`src/logic/dma_pkg.sv`:
```
// DMA backend package
// Shared widths, bus field types, the transfer FSM states
// and the beat buffer sizing

`default_nettype none

package dma_pkg;

    // --------------------------------------------------
    // Bus and transfer geometry
    // --------------------------------------------------

    // Bytes in one bus word
    localparam int unsigned BYTES_PER_WORD = 4;
    // Shift from a byte length to a word count
    localparam int unsigned OFFSET_BITS = $clog2(BYTES_PER_WORD);

    // Beat buffer entries, also the read credit limit
    localparam int unsigned BUF_DEPTH = 4;

    // OKAY code on the AXI B channel
    localparam logic [1:0] AXI_RESP_OKAY = 2'b00;

    // --------------------------------------------------
    // Types
    // --------------------------------------------------

    typedef logic [31:0] addr_t;
    typedef logic [31:0] data_t;
    // Length in bytes, up to one full burst of 1024
    typedef logic [10:0] tf_len_t;
    // Words per transfer, up to 256
    typedef logic [8:0]  beat_cnt_t;
    // AXI AxLEN, beats minus one
    typedef logic [7:0]  axi_len_t;
    typedef logic [1:0]  axi_resp_t;
    // Holds 0 to BUF_DEPTH inclusive
    typedef logic [$clog2(BUF_DEPTH+1)-1:0] buf_cnt_t;

    // Transfer sequencing
    typedef enum logic [2:0] {
        IDLE,
        AW,
        RUN,
        WAIT_B,
        RESP
    } dma_state_e;

endpackage

`default_nettype wire
```
`src/logic/dma_backend.sv`:
```
// DMA copy backend, top level
// Reads words over OBI and writes them as one AXI burst per request
// through a small beat buffer

`default_nettype none

module dma_backend import dma_pkg::*; (
    input  logic      clk_i,
    input  logic      arst_n_i,
    // Request
    input  addr_t     req_src_addr_i,
    input  addr_t     req_dst_addr_i,
    input  tf_len_t   req_length_i,
    input  logic      req_valid_i,
    output logic      req_ready_o,
    // Response
    output logic      rsp_error_o,
    output logic      rsp_valid_o,
    input  logic      rsp_ready_i,
    // OBI read side
    output logic      obi_req_o,
    output addr_t     obi_addr_o,
    input  logic      obi_gnt_i,
    input  logic      obi_rvalid_i,
    input  data_t     obi_rdata_i,
    // AXI write side
    output addr_t     axi_awaddr_o,
    output axi_len_t  axi_awlen_o,
    output logic      axi_awvalid_o,
    input  logic      axi_awready_i,
    output data_t     axi_wdata_o,
    output logic      axi_wlast_o,
    output logic      axi_wvalid_o,
    input  logic      axi_wready_i,
    input  logic      axi_bvalid_i,
    input  axi_resp_t axi_bresp_i,
    output logic      axi_bready_o,
    output logic      busy_o
);

    // FSM control
    logic      cnt_load;
    beat_cnt_t cnt_beats;
    logic      aw_start;
    logic      aw_done;
    logic      b_done;
    axi_resp_t b_resp;

    // Counter status
    logic      read_pending;
    logic      last_beat;
    logic      write_done;

    // Datapath
    logic      read_issue;
    logic      write_beat;
    logic      push;
    data_t     push_data;
    logic      buf_pop;
    data_t     buf_data;
    logic      buf_empty;

    dma_ctrl_fsm i_ctrl_fsm (
        .clk_i        (clk_i),
        .arst_n_i     (arst_n_i),
        .req_length_i (req_length_i),
        .req_valid_i  (req_valid_i),
        .req_ready_o  (req_ready_o),
        .rsp_error_o  (rsp_error_o),
        .rsp_valid_o  (rsp_valid_o),
        .rsp_ready_i  (rsp_ready_i),
        .cnt_load_o   (cnt_load),
        .cnt_beats_o  (cnt_beats),
        .aw_start_o   (aw_start),
        .aw_done_i    (aw_done),
        .write_done_i (write_done),
        .b_done_i     (b_done),
        .b_resp_i     (b_resp),
        .busy_o       (busy_o)
    );

    dma_beat_counter i_beat_counter (
        .clk_i          (clk_i),
        .arst_n_i       (arst_n_i),
        .load_i         (cnt_load),
        .beats_i        (cnt_beats),
        .read_issue_i   (read_issue),
        .write_beat_i   (write_beat),
        .read_pending_o (read_pending),
        .last_beat_o    (last_beat),
        .write_done_o   (write_done)
    );

    dma_obi_reader i_obi_reader (
        .clk_i          (clk_i),
        .arst_n_i       (arst_n_i),
        .load_i         (cnt_load),
        .src_addr_i     (req_src_addr_i),
        .read_pending_i (read_pending),
        .buf_pop_i      (buf_pop),
        .obi_req_o      (obi_req_o),
        .obi_addr_o     (obi_addr_o),
        .obi_gnt_i      (obi_gnt_i),
        .obi_rvalid_i   (obi_rvalid_i),
        .obi_rdata_i    (obi_rdata_i),
        .read_issue_o   (read_issue),
        .push_o         (push),
        .push_data_o    (push_data)
    );

    dma_beat_buffer i_beat_buffer (
        .clk_i       (clk_i),
        .arst_n_i    (arst_n_i),
        .push_i      (push),
        .push_data_i (push_data),
        .pop_i       (buf_pop),
        .pop_data_o  (buf_data),
        .empty_o     (buf_empty)
    );

    dma_axi_writer i_axi_writer (
        .clk_i         (clk_i),
        .arst_n_i      (arst_n_i),
        .aw_start_i    (aw_start),
        .dst_addr_i    (req_dst_addr_i),
        .beats_i       (cnt_beats),
        .last_beat_i   (last_beat),
        .buf_empty_i   (buf_empty),
        .buf_data_i    (buf_data),
        .buf_pop_o     (buf_pop),
        .write_beat_o  (write_beat),
        .aw_done_o     (aw_done),
        .b_done_o      (b_done),
        .b_resp_o      (b_resp),
        .axi_awaddr_o  (axi_awaddr_o),
        .axi_awlen_o   (axi_awlen_o),
        .axi_awvalid_o (axi_awvalid_o),
        .axi_awready_i (axi_awready_i),
        .axi_wdata_o   (axi_wdata_o),
        .axi_wlast_o   (axi_wlast_o),
        .axi_wvalid_o  (axi_wvalid_o),
        .axi_wready_i  (axi_wready_i),
        .axi_bvalid_i  (axi_bvalid_i),
        .axi_bresp_i   (axi_bresp_i),
        .axi_bready_o  (axi_bready_o)
    );

endmodule

`default_nettype wire

```
`src/logic/dma_axi_writer.sv`:
```
// AXI write channel driver
// One AW per transfer, W beats from the buffer head, then the B response

`default_nettype none

module dma_axi_writer import dma_pkg::*; (
    input  logic      clk_i,
    input  logic      arst_n_i,
    input  logic      aw_start_i,
    input  addr_t     dst_addr_i,
    input  beat_cnt_t beats_i,
    input  logic      last_beat_i,
    input  logic      buf_empty_i,
    input  data_t     buf_data_i,
    output logic      buf_pop_o,
    output logic      write_beat_o,
    output logic      aw_done_o,
    output logic      b_done_o,
    output axi_resp_t b_resp_o,
    output addr_t     axi_awaddr_o,
    output axi_len_t  axi_awlen_o,
    output logic      axi_awvalid_o,
    input  logic      axi_awready_i,
    output data_t     axi_wdata_o,
    output logic      axi_wlast_o,
    output logic      axi_wvalid_o,
    input  logic      axi_wready_i,
    input  logic      axi_bvalid_i,
    input  axi_resp_t axi_bresp_i,
    output logic      axi_bready_o
);

    addr_t    awaddr_q;
    axi_len_t awlen_q;
    logic     awvalid_q;
    logic     w_open_q;
    logic     bready_q;
    logic     w_hs;

    // --------------------------------------------------
    // AW channel
    // --------------------------------------------------

    always_ff @(posedge clk_i) begin
        if (aw_start_i) begin
            awaddr_q <= dst_addr_i;
            awlen_q  <= axi_len_t'(beats_i - beat_cnt_t'(1));
        end
    end

    assign aw_done_o = axi_awvalid_o & axi_awready_i;

    // --------------------------------------------------
    // W and B channels
    // --------------------------------------------------

    // Valid stays up since only a pop empties the buffer
    assign axi_wvalid_o = w_open_q & ~buf_empty_i;
    assign axi_wdata_o  = buf_data_i;
    assign axi_wlast_o  = axi_wvalid_o & last_beat_i;
    assign w_hs         = axi_wvalid_o & axi_wready_i;

    always_ff @(posedge clk_i or negedge arst_n_i) begin
        if (!arst_n_i) begin
            awvalid_q <= 1'b0;
            w_open_q  <= 1'b0;
            bready_q  <= 1'b0;
        end else begin
            if (aw_start_i) begin
                awvalid_q <= 1'b1;
            end else if (aw_done_o) begin
                awvalid_q <= 1'b0;
            end
            // W window opens after the address phase
            if (aw_done_o) begin
                w_open_q <= 1'b1;
            end else if (w_hs && last_beat_i) begin
                w_open_q <= 1'b0;
            end
            if (w_hs && last_beat_i) begin
                bready_q <= 1'b1;
            end else if (b_done_o) begin
                bready_q <= 1'b0;
            end
        end
    end

    assign axi_awaddr_o  = awaddr_q;
    assign axi_awlen_o   = awlen_q;
    assign axi_awvalid_o = awvalid_q;
    assign axi_bready_o  = bready_q;

    assign buf_pop_o    = w_hs;
    assign write_beat_o = w_hs;
    assign b_done_o     = axi_bvalid_i & bready_q;
    assign b_resp_o     = axi_bresp_i;

endmodule

`default_nettype wire

```
`src/logic/dma_beat_buffer.sv`:
```
// Beat buffer
// Small FIFO between the OBI read returns and the AXI W channel

`default_nettype none

module dma_beat_buffer import dma_pkg::*; (
    input  logic  clk_i,
    input  logic  arst_n_i,
    input  logic  push_i,
    input  data_t push_data_i,
    input  logic  pop_i,
    output data_t pop_data_o,
    output logic  empty_o
);

    data_t                          mem_q [BUF_DEPTH];
    logic [$clog2(BUF_DEPTH)-1:0]   wr_ptr_q;
    logic [$clog2(BUF_DEPTH)-1:0]   rd_ptr_q;
    buf_cnt_t                       count_q;
    logic                           full;

    assign empty_o    = (count_q == '0);
    assign full       = (count_q == buf_cnt_t'(BUF_DEPTH));
    assign pop_data_o = mem_q[rd_ptr_q];

    // Storage
    always_ff @(posedge clk_i) begin
        if (push_i) begin
            mem_q[wr_ptr_q] <= push_data_i;
        end
    end

    // Pointers wrap on the power-of-two depth
    always_ff @(posedge clk_i or negedge arst_n_i) begin
        if (!arst_n_i) begin
            wr_ptr_q <= '0;
            rd_ptr_q <= '0;
            count_q  <= '0;
        end else begin
            if (push_i) begin
                wr_ptr_q <= wr_ptr_q + 1'b1;
            end
            if (pop_i) begin
                rd_ptr_q <= rd_ptr_q + 1'b1;
            end
            case ({push_i, pop_i})
                2'b10:   count_q <= count_q + 1'b1;
                2'b01:   count_q <= count_q - 1'b1;
                default: count_q <= count_q;
            endcase
        end
    end

    // Reader credit keeps returns within capacity
    a_no_overflow: assert property (
        @(posedge clk_i) disable iff (!arst_n_i) push_i |-> !full
    );
    a_no_underflow: assert property (
        @(posedge clk_i) disable iff (!arst_n_i) pop_i |-> !empty_o
    );

endmodule

`default_nettype wire

```
`src/logic/dma_obi_reader.sv`:
```
// OBI read issuer
// Requests source words under buffer credit and forwards returned data

`default_nettype none

module dma_obi_reader import dma_pkg::*; (
    input  logic  clk_i,
    input  logic  arst_n_i,
    input  logic  load_i,
    input  addr_t src_addr_i,
    input  logic  read_pending_i,
    input  logic  buf_pop_i,
    output logic  obi_req_o,
    output addr_t obi_addr_o,
    input  logic  obi_gnt_i,
    input  logic  obi_rvalid_i,
    input  data_t obi_rdata_i,
    output logic  read_issue_o,
    output logic  push_o,
    output data_t push_data_o
);

    addr_t    addr_q;
    buf_cnt_t credit_q;
    logic     grant;

    // Reads in flight plus stored words never exceed the buffer
    assign obi_req_o  = read_pending_i & (credit_q < buf_cnt_t'(BUF_DEPTH));
    assign grant      = obi_req_o & obi_gnt_i;
    assign obi_addr_o = addr_q;

    // Address register, word stepping
    always_ff @(posedge clk_i or negedge arst_n_i) begin
        if (!arst_n_i) begin
            addr_q <= '0;
        end else if (load_i) begin
            addr_q <= src_addr_i;
        end else if (grant) begin
            addr_q <= addr_q + addr_t'(BYTES_PER_WORD);
        end
    end

    // Credit taken on grant, returned when the writer pops
    always_ff @(posedge clk_i or negedge arst_n_i) begin
        if (!arst_n_i) begin
            credit_q <= '0;
        end else begin
            case ({grant, buf_pop_i})
                2'b10:   credit_q <= credit_q + 1'b1;
                2'b01:   credit_q <= credit_q - 1'b1;
                default: credit_q <= credit_q;
            endcase
        end
    end

    assign read_issue_o = grant;
    // In-order returns go straight into the buffer
    assign push_o       = obi_rvalid_i;
    assign push_data_o  = obi_rdata_i;

endmodule

`default_nettype wire

```
`src/logic/dma_beat_counter.sv`:
```
// DMA beat counters
// Tracks read beats still to issue and write beats still to send

`default_nettype none

module dma_beat_counter import dma_pkg::*; (
    input  logic      clk_i,
    input  logic      arst_n_i,
    input  logic      load_i,
    input  beat_cnt_t beats_i,
    input  logic      read_issue_i,
    input  logic      write_beat_i,
    output logic      read_pending_o,
    output logic      last_beat_o,
    output logic      write_done_o
);

    // Index 0 counts reads, index 1 counts writes
    beat_cnt_t  left_q [2];
    logic [1:0] dec;

    assign dec = {write_beat_i, read_issue_i};

    for (genvar i = 0; i < 2; i++) begin : gen_cnt
        always_ff @(posedge clk_i or negedge arst_n_i) begin
            if (!arst_n_i) begin
                left_q[i] <= '0;
            end else if (load_i) begin
                left_q[i] <= beats_i;
            end else if (dec[i]) begin
                left_q[i] <= left_q[i] - 1'b1;
            end
        end

        // Grant or W handshake only while beats remain
        a_no_underflow: assert property (
            @(posedge clk_i) disable iff (!arst_n_i)
            dec[i] |-> (left_q[i] != '0)
        );
    end

    assign read_pending_o = (left_q[0] != '0);
    assign last_beat_o    = (left_q[1] == beat_cnt_t'(1));
    assign write_done_o   = (left_q[1] == '0);

endmodule

`default_nettype wire

```
`src/logic/dma_ctrl_fsm.sv`:
```
// DMA transfer control FSM
// Accepts requests, rejects zero lengths and produces the response

`default_nettype none

module dma_ctrl_fsm import dma_pkg::*; (
    input  logic      clk_i,
    input  logic      arst_n_i,
    input  tf_len_t   req_length_i,
    input  logic      req_valid_i,
    output logic      req_ready_o,
    output logic      rsp_error_o,
    output logic      rsp_valid_o,
    input  logic      rsp_ready_i,
    output logic      cnt_load_o,
    output beat_cnt_t cnt_beats_o,
    output logic      aw_start_o,
    input  logic      aw_done_i,
    input  logic      write_done_i,
    input  logic      b_done_i,
    input  axi_resp_t b_resp_i,
    output logic      busy_o
);

    dma_state_e state_q;
    dma_state_e state_d;
    logic       accept;
    logic       len_zero;
    logic       error_q;

    // --------------------------------------------------
    // Request decode
    // --------------------------------------------------

    assign req_ready_o = (state_q == IDLE);
    assign accept      = req_valid_i & req_ready_o;
    assign len_zero    = (req_length_i == '0);

    // Lengths are word multiples, so the shift is exact
    assign cnt_beats_o = beat_cnt_t'(req_length_i >> OFFSET_BITS);

    // Counter, reader and writer all start on the acceptance edge
    assign cnt_load_o  = accept & ~len_zero;
    assign aw_start_o  = accept & ~len_zero;

    // --------------------------------------------------
    // State machine
    // --------------------------------------------------

    always_comb begin
        state_d = state_q;
        unique case (state_q)
            IDLE: begin
                if (accept) begin
                    state_d = len_zero ? RESP : AW;
                end
            end
            AW: begin
                if (aw_done_i) begin
                    state_d = RUN;
                end
            end
            // B may arrive the cycle after the last W beat, before WAIT_B
            RUN: begin
                if (b_done_i) begin
                    state_d = RESP;
                end else if (write_done_i) begin
                    state_d = WAIT_B;
                end
            end
            WAIT_B: begin
                if (b_done_i) begin
                    state_d = RESP;
                end
            end
            RESP: begin
                if (rsp_ready_i) begin
                    state_d = IDLE;
                end
            end
            default: state_d = IDLE;
        endcase
    end

    always_ff @(posedge clk_i or negedge arst_n_i) begin
        if (!arst_n_i) begin
            state_q <= IDLE;
        end else begin
            state_q <= state_d;
        end
    end

    // Error flag, zero length or a non-OKAY write response
    always_ff @(posedge clk_i or negedge arst_n_i) begin
        if (!arst_n_i) begin
            error_q <= 1'b0;
        end else if (accept) begin
            error_q <= len_zero;
        end else if (b_done_i && (b_resp_i != AXI_RESP_OKAY)) begin
            error_q <= 1'b1;
        end
    end

    assign rsp_valid_o = (state_q == RESP);
    assign rsp_error_o = error_q;
    assign busy_o      = (state_q != IDLE);

    // Response held with stable error until the requester takes it
    a_rsp_hold: assert property (
        @(posedge clk_i) disable iff (!arst_n_i)
        (rsp_valid_o && !rsp_ready_i) |=>
            (rsp_valid_o && $stable(rsp_error_o))
    );

endmodule

`default_nettype wire

```
`config.mk`:
```
export PLATFORM = sky130hd
export DESIGN_NAME = dma_backend
export DESIGN_NICKNAME = d
export VERILOG_FILES = /design/src/logic/dma_pkg.sv /design/src/logic/dma_backend.sv /design/src/logic/dma_axi_writer.sv /design/src/logic/dma_beat_buffer.sv /design/src/logic/dma_obi_reader.sv /design/src/logic/dma_beat_counter.sv /design/src/logic/dma_ctrl_fsm.sv
export SDC_FILE = /design/constraint.sdc
export NUM_CORES = 1
export LEC_CHECK = 0
export ABC_AREA = 1
export BUFFER_PORTS_ARGS = -buffer_cell sky130_fd_sc_hd__buf_2
export CORE_MARGIN = 2
export CORE_UTILIZATION = 52
export CTS_BUF_LIST = sky130_fd_sc_hd__clkbuf_4 sky130_fd_sc_hd__clkbuf_8
export DETAILED_ROUTE_END_ITERATION = 10
export MAX_ROUTING_LAYER = met4
export PLACE_DENSITY = 0.82
export SYNTH_ARGS = -nofsm -noshare
export SYNTH_HDL_FRONTEND = slang
export SYNTH_HIERARCHICAL = 1
export SYNTH_SLANG_ARGS = --single-unit
```
`constraint.sdc`:
```
create_clock -name clk_i -period 3 [get_ports clk_i]
set_input_delay 0.6 -clock clk_i [delete_from_list [all_inputs] [get_ports clk_i]]
set_output_delay 0.6 -clock clk_i [all_outputs]
set_load 0.005 [all_outputs]
```
==> results.yml, run 1 <==
global_routing:
  gr-usage-met2_pct: 37.9
  grtUsageTotal_pct: 22.3
  overflow: 0
  grt_util_met3_pct: 4.59
  antenna_found_initial: 2
  gr-usage-met1_pct: 26.2
  grt_pass1_vias: 8431
  grt_pass1_wl_mm: 41.0
  grt-busiest-layer: "met2"
  grt_max_degree: 64
synthesis:
  yosysTopAreaCell: "edfxtp_1"
  syn_avg_cell_area_um2: 9.86
  synth-xor-area-share_pct: 1.22
  ys_ff_latch: 235
  synth_seq_area_share_pct: 58.3
  netlist_top_cells_area: "edfxtp_1, dfrtp_1, nand2_1"
  synth_cell_type_count: 39
  synth_most_common_cell: "nand2_1"
  synth-simple-area-share_pct: 18.8
  synth_top_area_share_pct: 43.7
  syn_nets: 1301
  synthCells: 1170
  syn_area_um2: 11500
  synth-edff-count: 168
  synthFlopType: "edfxtp_1"
  synth_top_family_by_area: "simple AND/OR/NAND/NOR gates"
  synth_common_cells: "nand2_1, edfxtp_1, inv_1, buf_4, o211ai_1"
  synthAdderAreaFrac_pct: 1.54
  ys.warnings.count: 6
  async_flop_share_pct: 28.5
  synthMuxAreaShare_pct: 0.0976
  synth_compound_area_share_pct: 7.70
run_status:
  status: "finished clean"
pwr:
  p_sw_share_pct: 37.7
  p_int_mw: 7.70
  p_switching_mw: 4.67
  irDropWorstVdd_uv: 439
  powerDensity_nw_per_um2: 942
  seqPwrFrac_pct: 41.4
  combPwrFrac_pct: 36.1
  leakagePower_nw: 6.01
  p_clk_share_pct: 22.4
critical_path:
  crit_type: "reg -> out"
  crit_path_frequent_cell: "nand2_1"
  critPathLaunchType: "register"
  crit_path_top_delay_cell: "dfrtp_4"
  cp_data_arrival_time_ns: 1.97
  cp-end-kind: "output port"
  worstPathCellList: "buf_4 > nand2_1 > o211ai_1 > nand2_1 > buf_2"
  cp_max_fo: 39
  slowest_delay_ns: 0.62
  cp.required_ns: 2.40
sta:
  finalSetupTns_ns: 0
  fin_crit_sh_pct: 85.5
  skew_ns: 0.0140
  tightest_slew_ns: 1.01
  min_period_ns: 2.57
  fmax_ghz: 0.390
  setup_viol: 0
  slew_violations: 0
  rsz0062_at_grt: "no"
  finalHoldViolCount: 0
  slew_headroom_pct: 33.0
cells_and_area:
  layout.nets: 1473
  utilization_pct: 60.2
  synthToLayoutAreaGrowth_pct: 13.9
  fillers: 1766
  drive_gt1_share_pct: 25.7
min_path:
  hold_class: "in -> async"
clock_network:
  clk_pin_slew_ns: 0.06
  cts_tree: "done"
  cts_htree_levels: 2
  max-clock-path-buffers: 3
  clkLatencyLatePin_ns: 0.53
  cts-root-buf: "clkbuf_8"
  cts-resized-gates: 0
  cts_hold_buf: 0
  cts_setup_buffers: 0
  numCtsBuffers: 39
  cts.sinks: 235
route:
  vias: 8488
  drt_iter0_markers: 717
  wirelength_mm: 25.6
  wl_per_cell_um: 15.5
  drc: 0
  firstDrtPassIters: 6
  antenna_left: 0
  via_per_inst: 5.13
die:
  start_util_pct: 52.8
  core_area_um2: 21800
  num_rows: 54
  fp.dieArea_um2: 23400
  io_pins: 231
  die_w_um: 153
  die_height_um: 153
placement:
  place_hpwl_mm: 17.6
  gp_congestion: 0.969
  portBuffers: 230
run:
  drv_cap: 0
==> power by group through the flow <==
stage | Combinational [mW] | Clock [mW] | Sequential (mW)
after detailed placement | 4.48 | 0 | 5.16
after global placement | 4.33 | 0 | 5.12
after global routing | 5.04 | 3.00 | 5.23
after floorplan | 3.59 | 0 | 4.96
final | 4.47 | 2.78 | 5.12
after CTS | 4.50 | 2.85 | 5.11
==> area by class of cell <==
cell class | count | area, um2 | area share (%)
clock inverters | 15 | 98.8 | 0.753
clock buffers | 56 | 677 | 5.15
well taps | 280 | 350 | 2.67
inverters | 169 | 634 | 4.83
flip-flops and latches | 235 | 6730 | 51.2
multi-input cells | 655 | 3390 | 25.8
diodes | 2 | 5.00 | 0.0381
repair buffers | 242 | 1250 | 9.54
==> placed cells by master (no fill, tap or decap), types with 6 or more instances in the layout <==
master,Yosys,final
o21bai_1,13,13
inv_1,159,159
buf_4,82,11
ha_1,11,11
nor2_2,12,11
xor2_1,10,10
clkbuf_4,0,15
nand2_1,321,321
nand4_1,6,6
inv_2,10,10
nand2_2,8,8
nand3_1,65,65
dfrtp_1,67,66
edfxtp_1,168,168
o21ai_0,21,21
clkbuf_8,0,41
o211ai_1,76,76
buf_2,17,230
nor2_1,56,56
nor2_4,6,7
clkinv_1,0,7
a21oi_1,10,10
xnor2_1,6,6
==> logic make-up (layout without fill, tap and decap cells) <==
logic type / count (synthesis) / count (layout)
AOI/OAI and AO/OA: 130 / 130
xor gates and xnor gates: 16 / 16
adders and majority gates: 13 / 13
buffers and inverters: 280 / 482
DFF: 235 / 235
muxes: 1 / 1
other: 0 / 2
and+or+nand+nor: 495 / 495
==> per-stage QoR <==
stage	setup WS (ns)	power [mW]	hold slack (ns)	cell area, um2	std cells
2_1_floorplan	0.269	8.55	0.304	11500	1170
3_3_place_gp	0.591	9.45	0.474	12400	1581
3_5_place_dp	0.534	9.65	0.482	12400	1581
4_1_cts	0.405	12.5	0.220	13100	1652
5_1_grt	0.274	13.3	0.212	13100	1654
6_report	0.435	12.4	0.247	13100	1654
==> flip-flops by register name, summed over array words and instances, names as in the netlist <==
register and flops:
i_ctrl_fsm/rsp_error_o 1, i_axi_writer/axi_awlen_o 8, i_axi_writer/axi_awvalid_o 1, i_axi_writer/axi_bready_o 1, i_obi_reader/credit_q 3, i_obi_reader/obi_addr_o 32
i_beat_buffer/wr_ptr_q 2, i_beat_counter/left_q 18, i_axi_writer/w_open_q 1, i_axi_writer/axi_awaddr_o 32, i_beat_buffer/rd_ptr_q 2, i_beat_buffer/mem_q 128
i_ctrl_fsm/state_q 3, i_beat_buffer/count_q 3
==> critical path, delay by kind of cell, from the launching register on <==
kind | cells | cell delay [ns]
AOI/OAI and AO/OA | 1 | 0.09
buffers and inverters | 2 | 0.53
DFF | 1 | 0.62
and+or+nand+nor | 2 | 0.18
==> final timing paths <==
| path | cells past startpoint | from | endpoint | slack [ns] |
|---|---|---|---|---|
| max | 5 | i_beat_buffer/rd_ptr_q[0] | axi_wdata_o[1] | 0.43 |
| min | 1 | arst_n_i | i_beat_counter/left_q[14] | 0.25 |
| max reg2reg | 13 | i_beat_counter/left_q[9] | i_obi_reader/credit_q[2] | 0.59 |
| min reg2reg | 1 | i_obi_reader/credit_q[2] | i_obi_reader/credit_q[2] | 0.50 |
| max in group asynchronous | 2 | arst_n_i | i_obi_reader/obi_addr_o[10] | 1.95 |
| min in group clk_i | 1 | req_dst_addr_i[10] | i_axi_writer/axi_awaddr_o[10] | 0.25 |
==> per-layer routing <==
metal  vias up  share of wire [%]
met5         -                  0
met4         0                3.0
met3        59                6.7
met2       310                 50
met1      4001                 40
li1       4118                  -
(Power assumes the default switching activity.)
==> run 2, diff against run 1 <==
- CORE_ASPECT_RATIO: unset -> 0.7
==> results.yml, run 2 (same netlist as run 1, synthesis figures left out) <==
run_status:
  status: "finished clean"
clock_network:
  cts-resized-gates: 0
  numCtsBuffers: 37
  cts_tree: "done"
  cts.sinks: 235
  cts-root-buf: "clkbuf_8"
  cts_htree_levels: 2
  max-clock-path-buffers: 3
  clkLatencyLatePin_ns: 0.53
  cts_hold_buf: 0
  cts_setup_buffers: 0
  clk_pin_slew_ns: 0.06
sta:
  skew_ns: 0.0201
  tightest_slew_ns: 0.701
  fmax_ghz: 0.371
  setup_viol: 0
  min_period_ns: 2.70
  finalHoldViolCount: 0
  rsz0062_at_grt: "no"
  slew_violations: 0
  slew_headroom_pct: 53.2
  fin_crit_sh_pct: 89.9
  finalSetupTns_ns: 0
placement:
  place_hpwl_mm: 17.9
  portBuffers: 230
  gp_congestion: 0.977
cells_and_area:
  fillers: 1764
  final_common_cell: "nand2_1"
  top_register: "i_beat_buffer/mem_q"
  largest_register_ffs: 128
  layout.nets: 1474
  synthToLayoutAreaGrowth_pct: 13.8
  final_cell_mix: "nand2_1, buf_2, edfxtp_1"
  utilization_pct: 60.4
  drive_gt1_share_pct: 25.4
die:
  io_pins: 231
  core_area_um2: 21700
  die_height_um: 129
  die_w_um: 182
  fp.dieArea_um2: 23400
  num_rows: 45
  start_util_pct: 53.1
global_routing:
  grtUsageTotal_pct: 22.0
  grt_pass1_vias: 7740
  antenna_found_initial: 0
  grt_pass1_wl_mm: 39.3
  grt_max_degree: 59
  overflow: 0
route:
  drt_iter0_markers: 685
  wirelength_mm: 25.7
  via_per_inst: 5.13
  antenna_left: 0
  drc: 0
  wl_per_cell_um: 15.6
  vias: 8478
  firstDrtPassIters: 6
run:
  drv_cap: 0
critical_path:
  cp_data_arrival_time_ns: 2.10
  crit_path_frequent_cell: "nand2_1"
  cp-end-kind: "output port"
  cp.required_ns: 2.40
  cp_num_buf_inv: 2
  worstPathCellList: "buf_4 > nand2_1 > o211ai_1 > nand2_1 > buf_2"
  crit_path_top_delay_cell: "dfrtp_4"
  slowest_delay_ns: 0.80
  crit_type: "reg -> out"
  cp_max_fo: 58
  critPathLaunchType: "register"
  crit_family: "flip-flops"
min_path:
  hold_class: "in -> async"
pwr:
  leakagePower_nw: 6.01
  irDropWorstVdd_uv: 469
  powerDensity_nw_per_um2: 937
==> run 2: metal layers <==
layer  global-route usage, %  up-vias  part of all wire (%)
li1                        -     4102                     -
met1                    30.7     3976                    45
met2                    33.1      350                    46
met3                    4.25       50                   7.4
met4                    6.78        0                   1.9
met5                       -        -                     0
==> run 2: report_power, final <==
| part | leakage, nW | switching, mW | total [mW] | internal (mW) |
|---|---|---|---|---|
| Clock | 0.375 | 1.23 | 2.64 | 1.41 |
| Sequential | 2.37 | 0.712 | 5.15 | 4.44 |
| Combinational | 3.26 | 2.75 | 4.50 | 1.75 |
| Total | 6.01 | 4.69 | 12.3 | 7.60 |
==> run 2: through the flow <==
step	setup slack (ns)	hold WS [ns]	cell area, um2	instances	power [mW]
4_1_cts	0.279	0.0643	13100	1652	12.4
3_5_place_dp	0.554	0.489	12400	1586	9.71
6_report	0.302	0.0758	13100	1653	12.3
3_3_place_gp	0.671	0.474	12400	1586	9.51
2_1_floorplan	0.269	0.304	11500	1170	8.55
5_1_grt	0.196	0.0968	13100	1652	13.1
==> run 2: worst paths after layout <==
path | slack, ns | depth (start not counted) | end | startpoint
min in group clk_i | 0.24 | 1 | i_axi_writer/axi_awaddr_o[24] | req_dst_addr_i[24]
setup reg to reg | 0.57 | 11 | i_obi_reader/credit_q[1] | i_beat_counter/left_q[9]
setup / recovery | 0.30 | 5 | axi_wdata_o[16] | i_beat_buffer/rd_ptr_q[0]
hold / removal | 0.08 | 1 | i_obi_reader/obi_addr_o[11] | arst_n_i
max in group asynchronous | 2.29 | 2 | i_beat_buffer/rd_ptr_q[0] | arst_n_i
hold reg to reg | 0.50 | 2 | i_beat_buffer/count_q[2] | i_beat_buffer/count_q[2]
==> run 2: area by class of cell <==
| cell class | count | area, um2 | area share (%) |
|---|---|---|---|
| Clock buffer | 49 | 606 | 4.62 |
| Antenna cell | 1 | 2.50 | 0.0191 |
| Inverter | 169 | 634 | 4.84 |
| Sequential cell | 235 | 6730 | 51.3 |
| Multi-Input combinational cell | 655 | 3390 | 25.8 |
| Tap cell | 282 | 353 | 2.69 |
| Clock inverter | 17 | 108 | 0.820 |
| Timing Repair Buffer | 245 | 1300 | 9.92 |
==> run 2: worst reg2reg max path: stages, from the launching register on <==
cell and delay (ns):
dfrtp_1 0.39, inv_1 0.11, ha_1 0.25, nand2_4 0.09, nor2_8 0.15, nand3b_4 0.08
inv_1 0.07, nor2_2 0.04, nand2_1 0.19, ha_1 0.26, fa_1 0.43, mux2_2 0.28
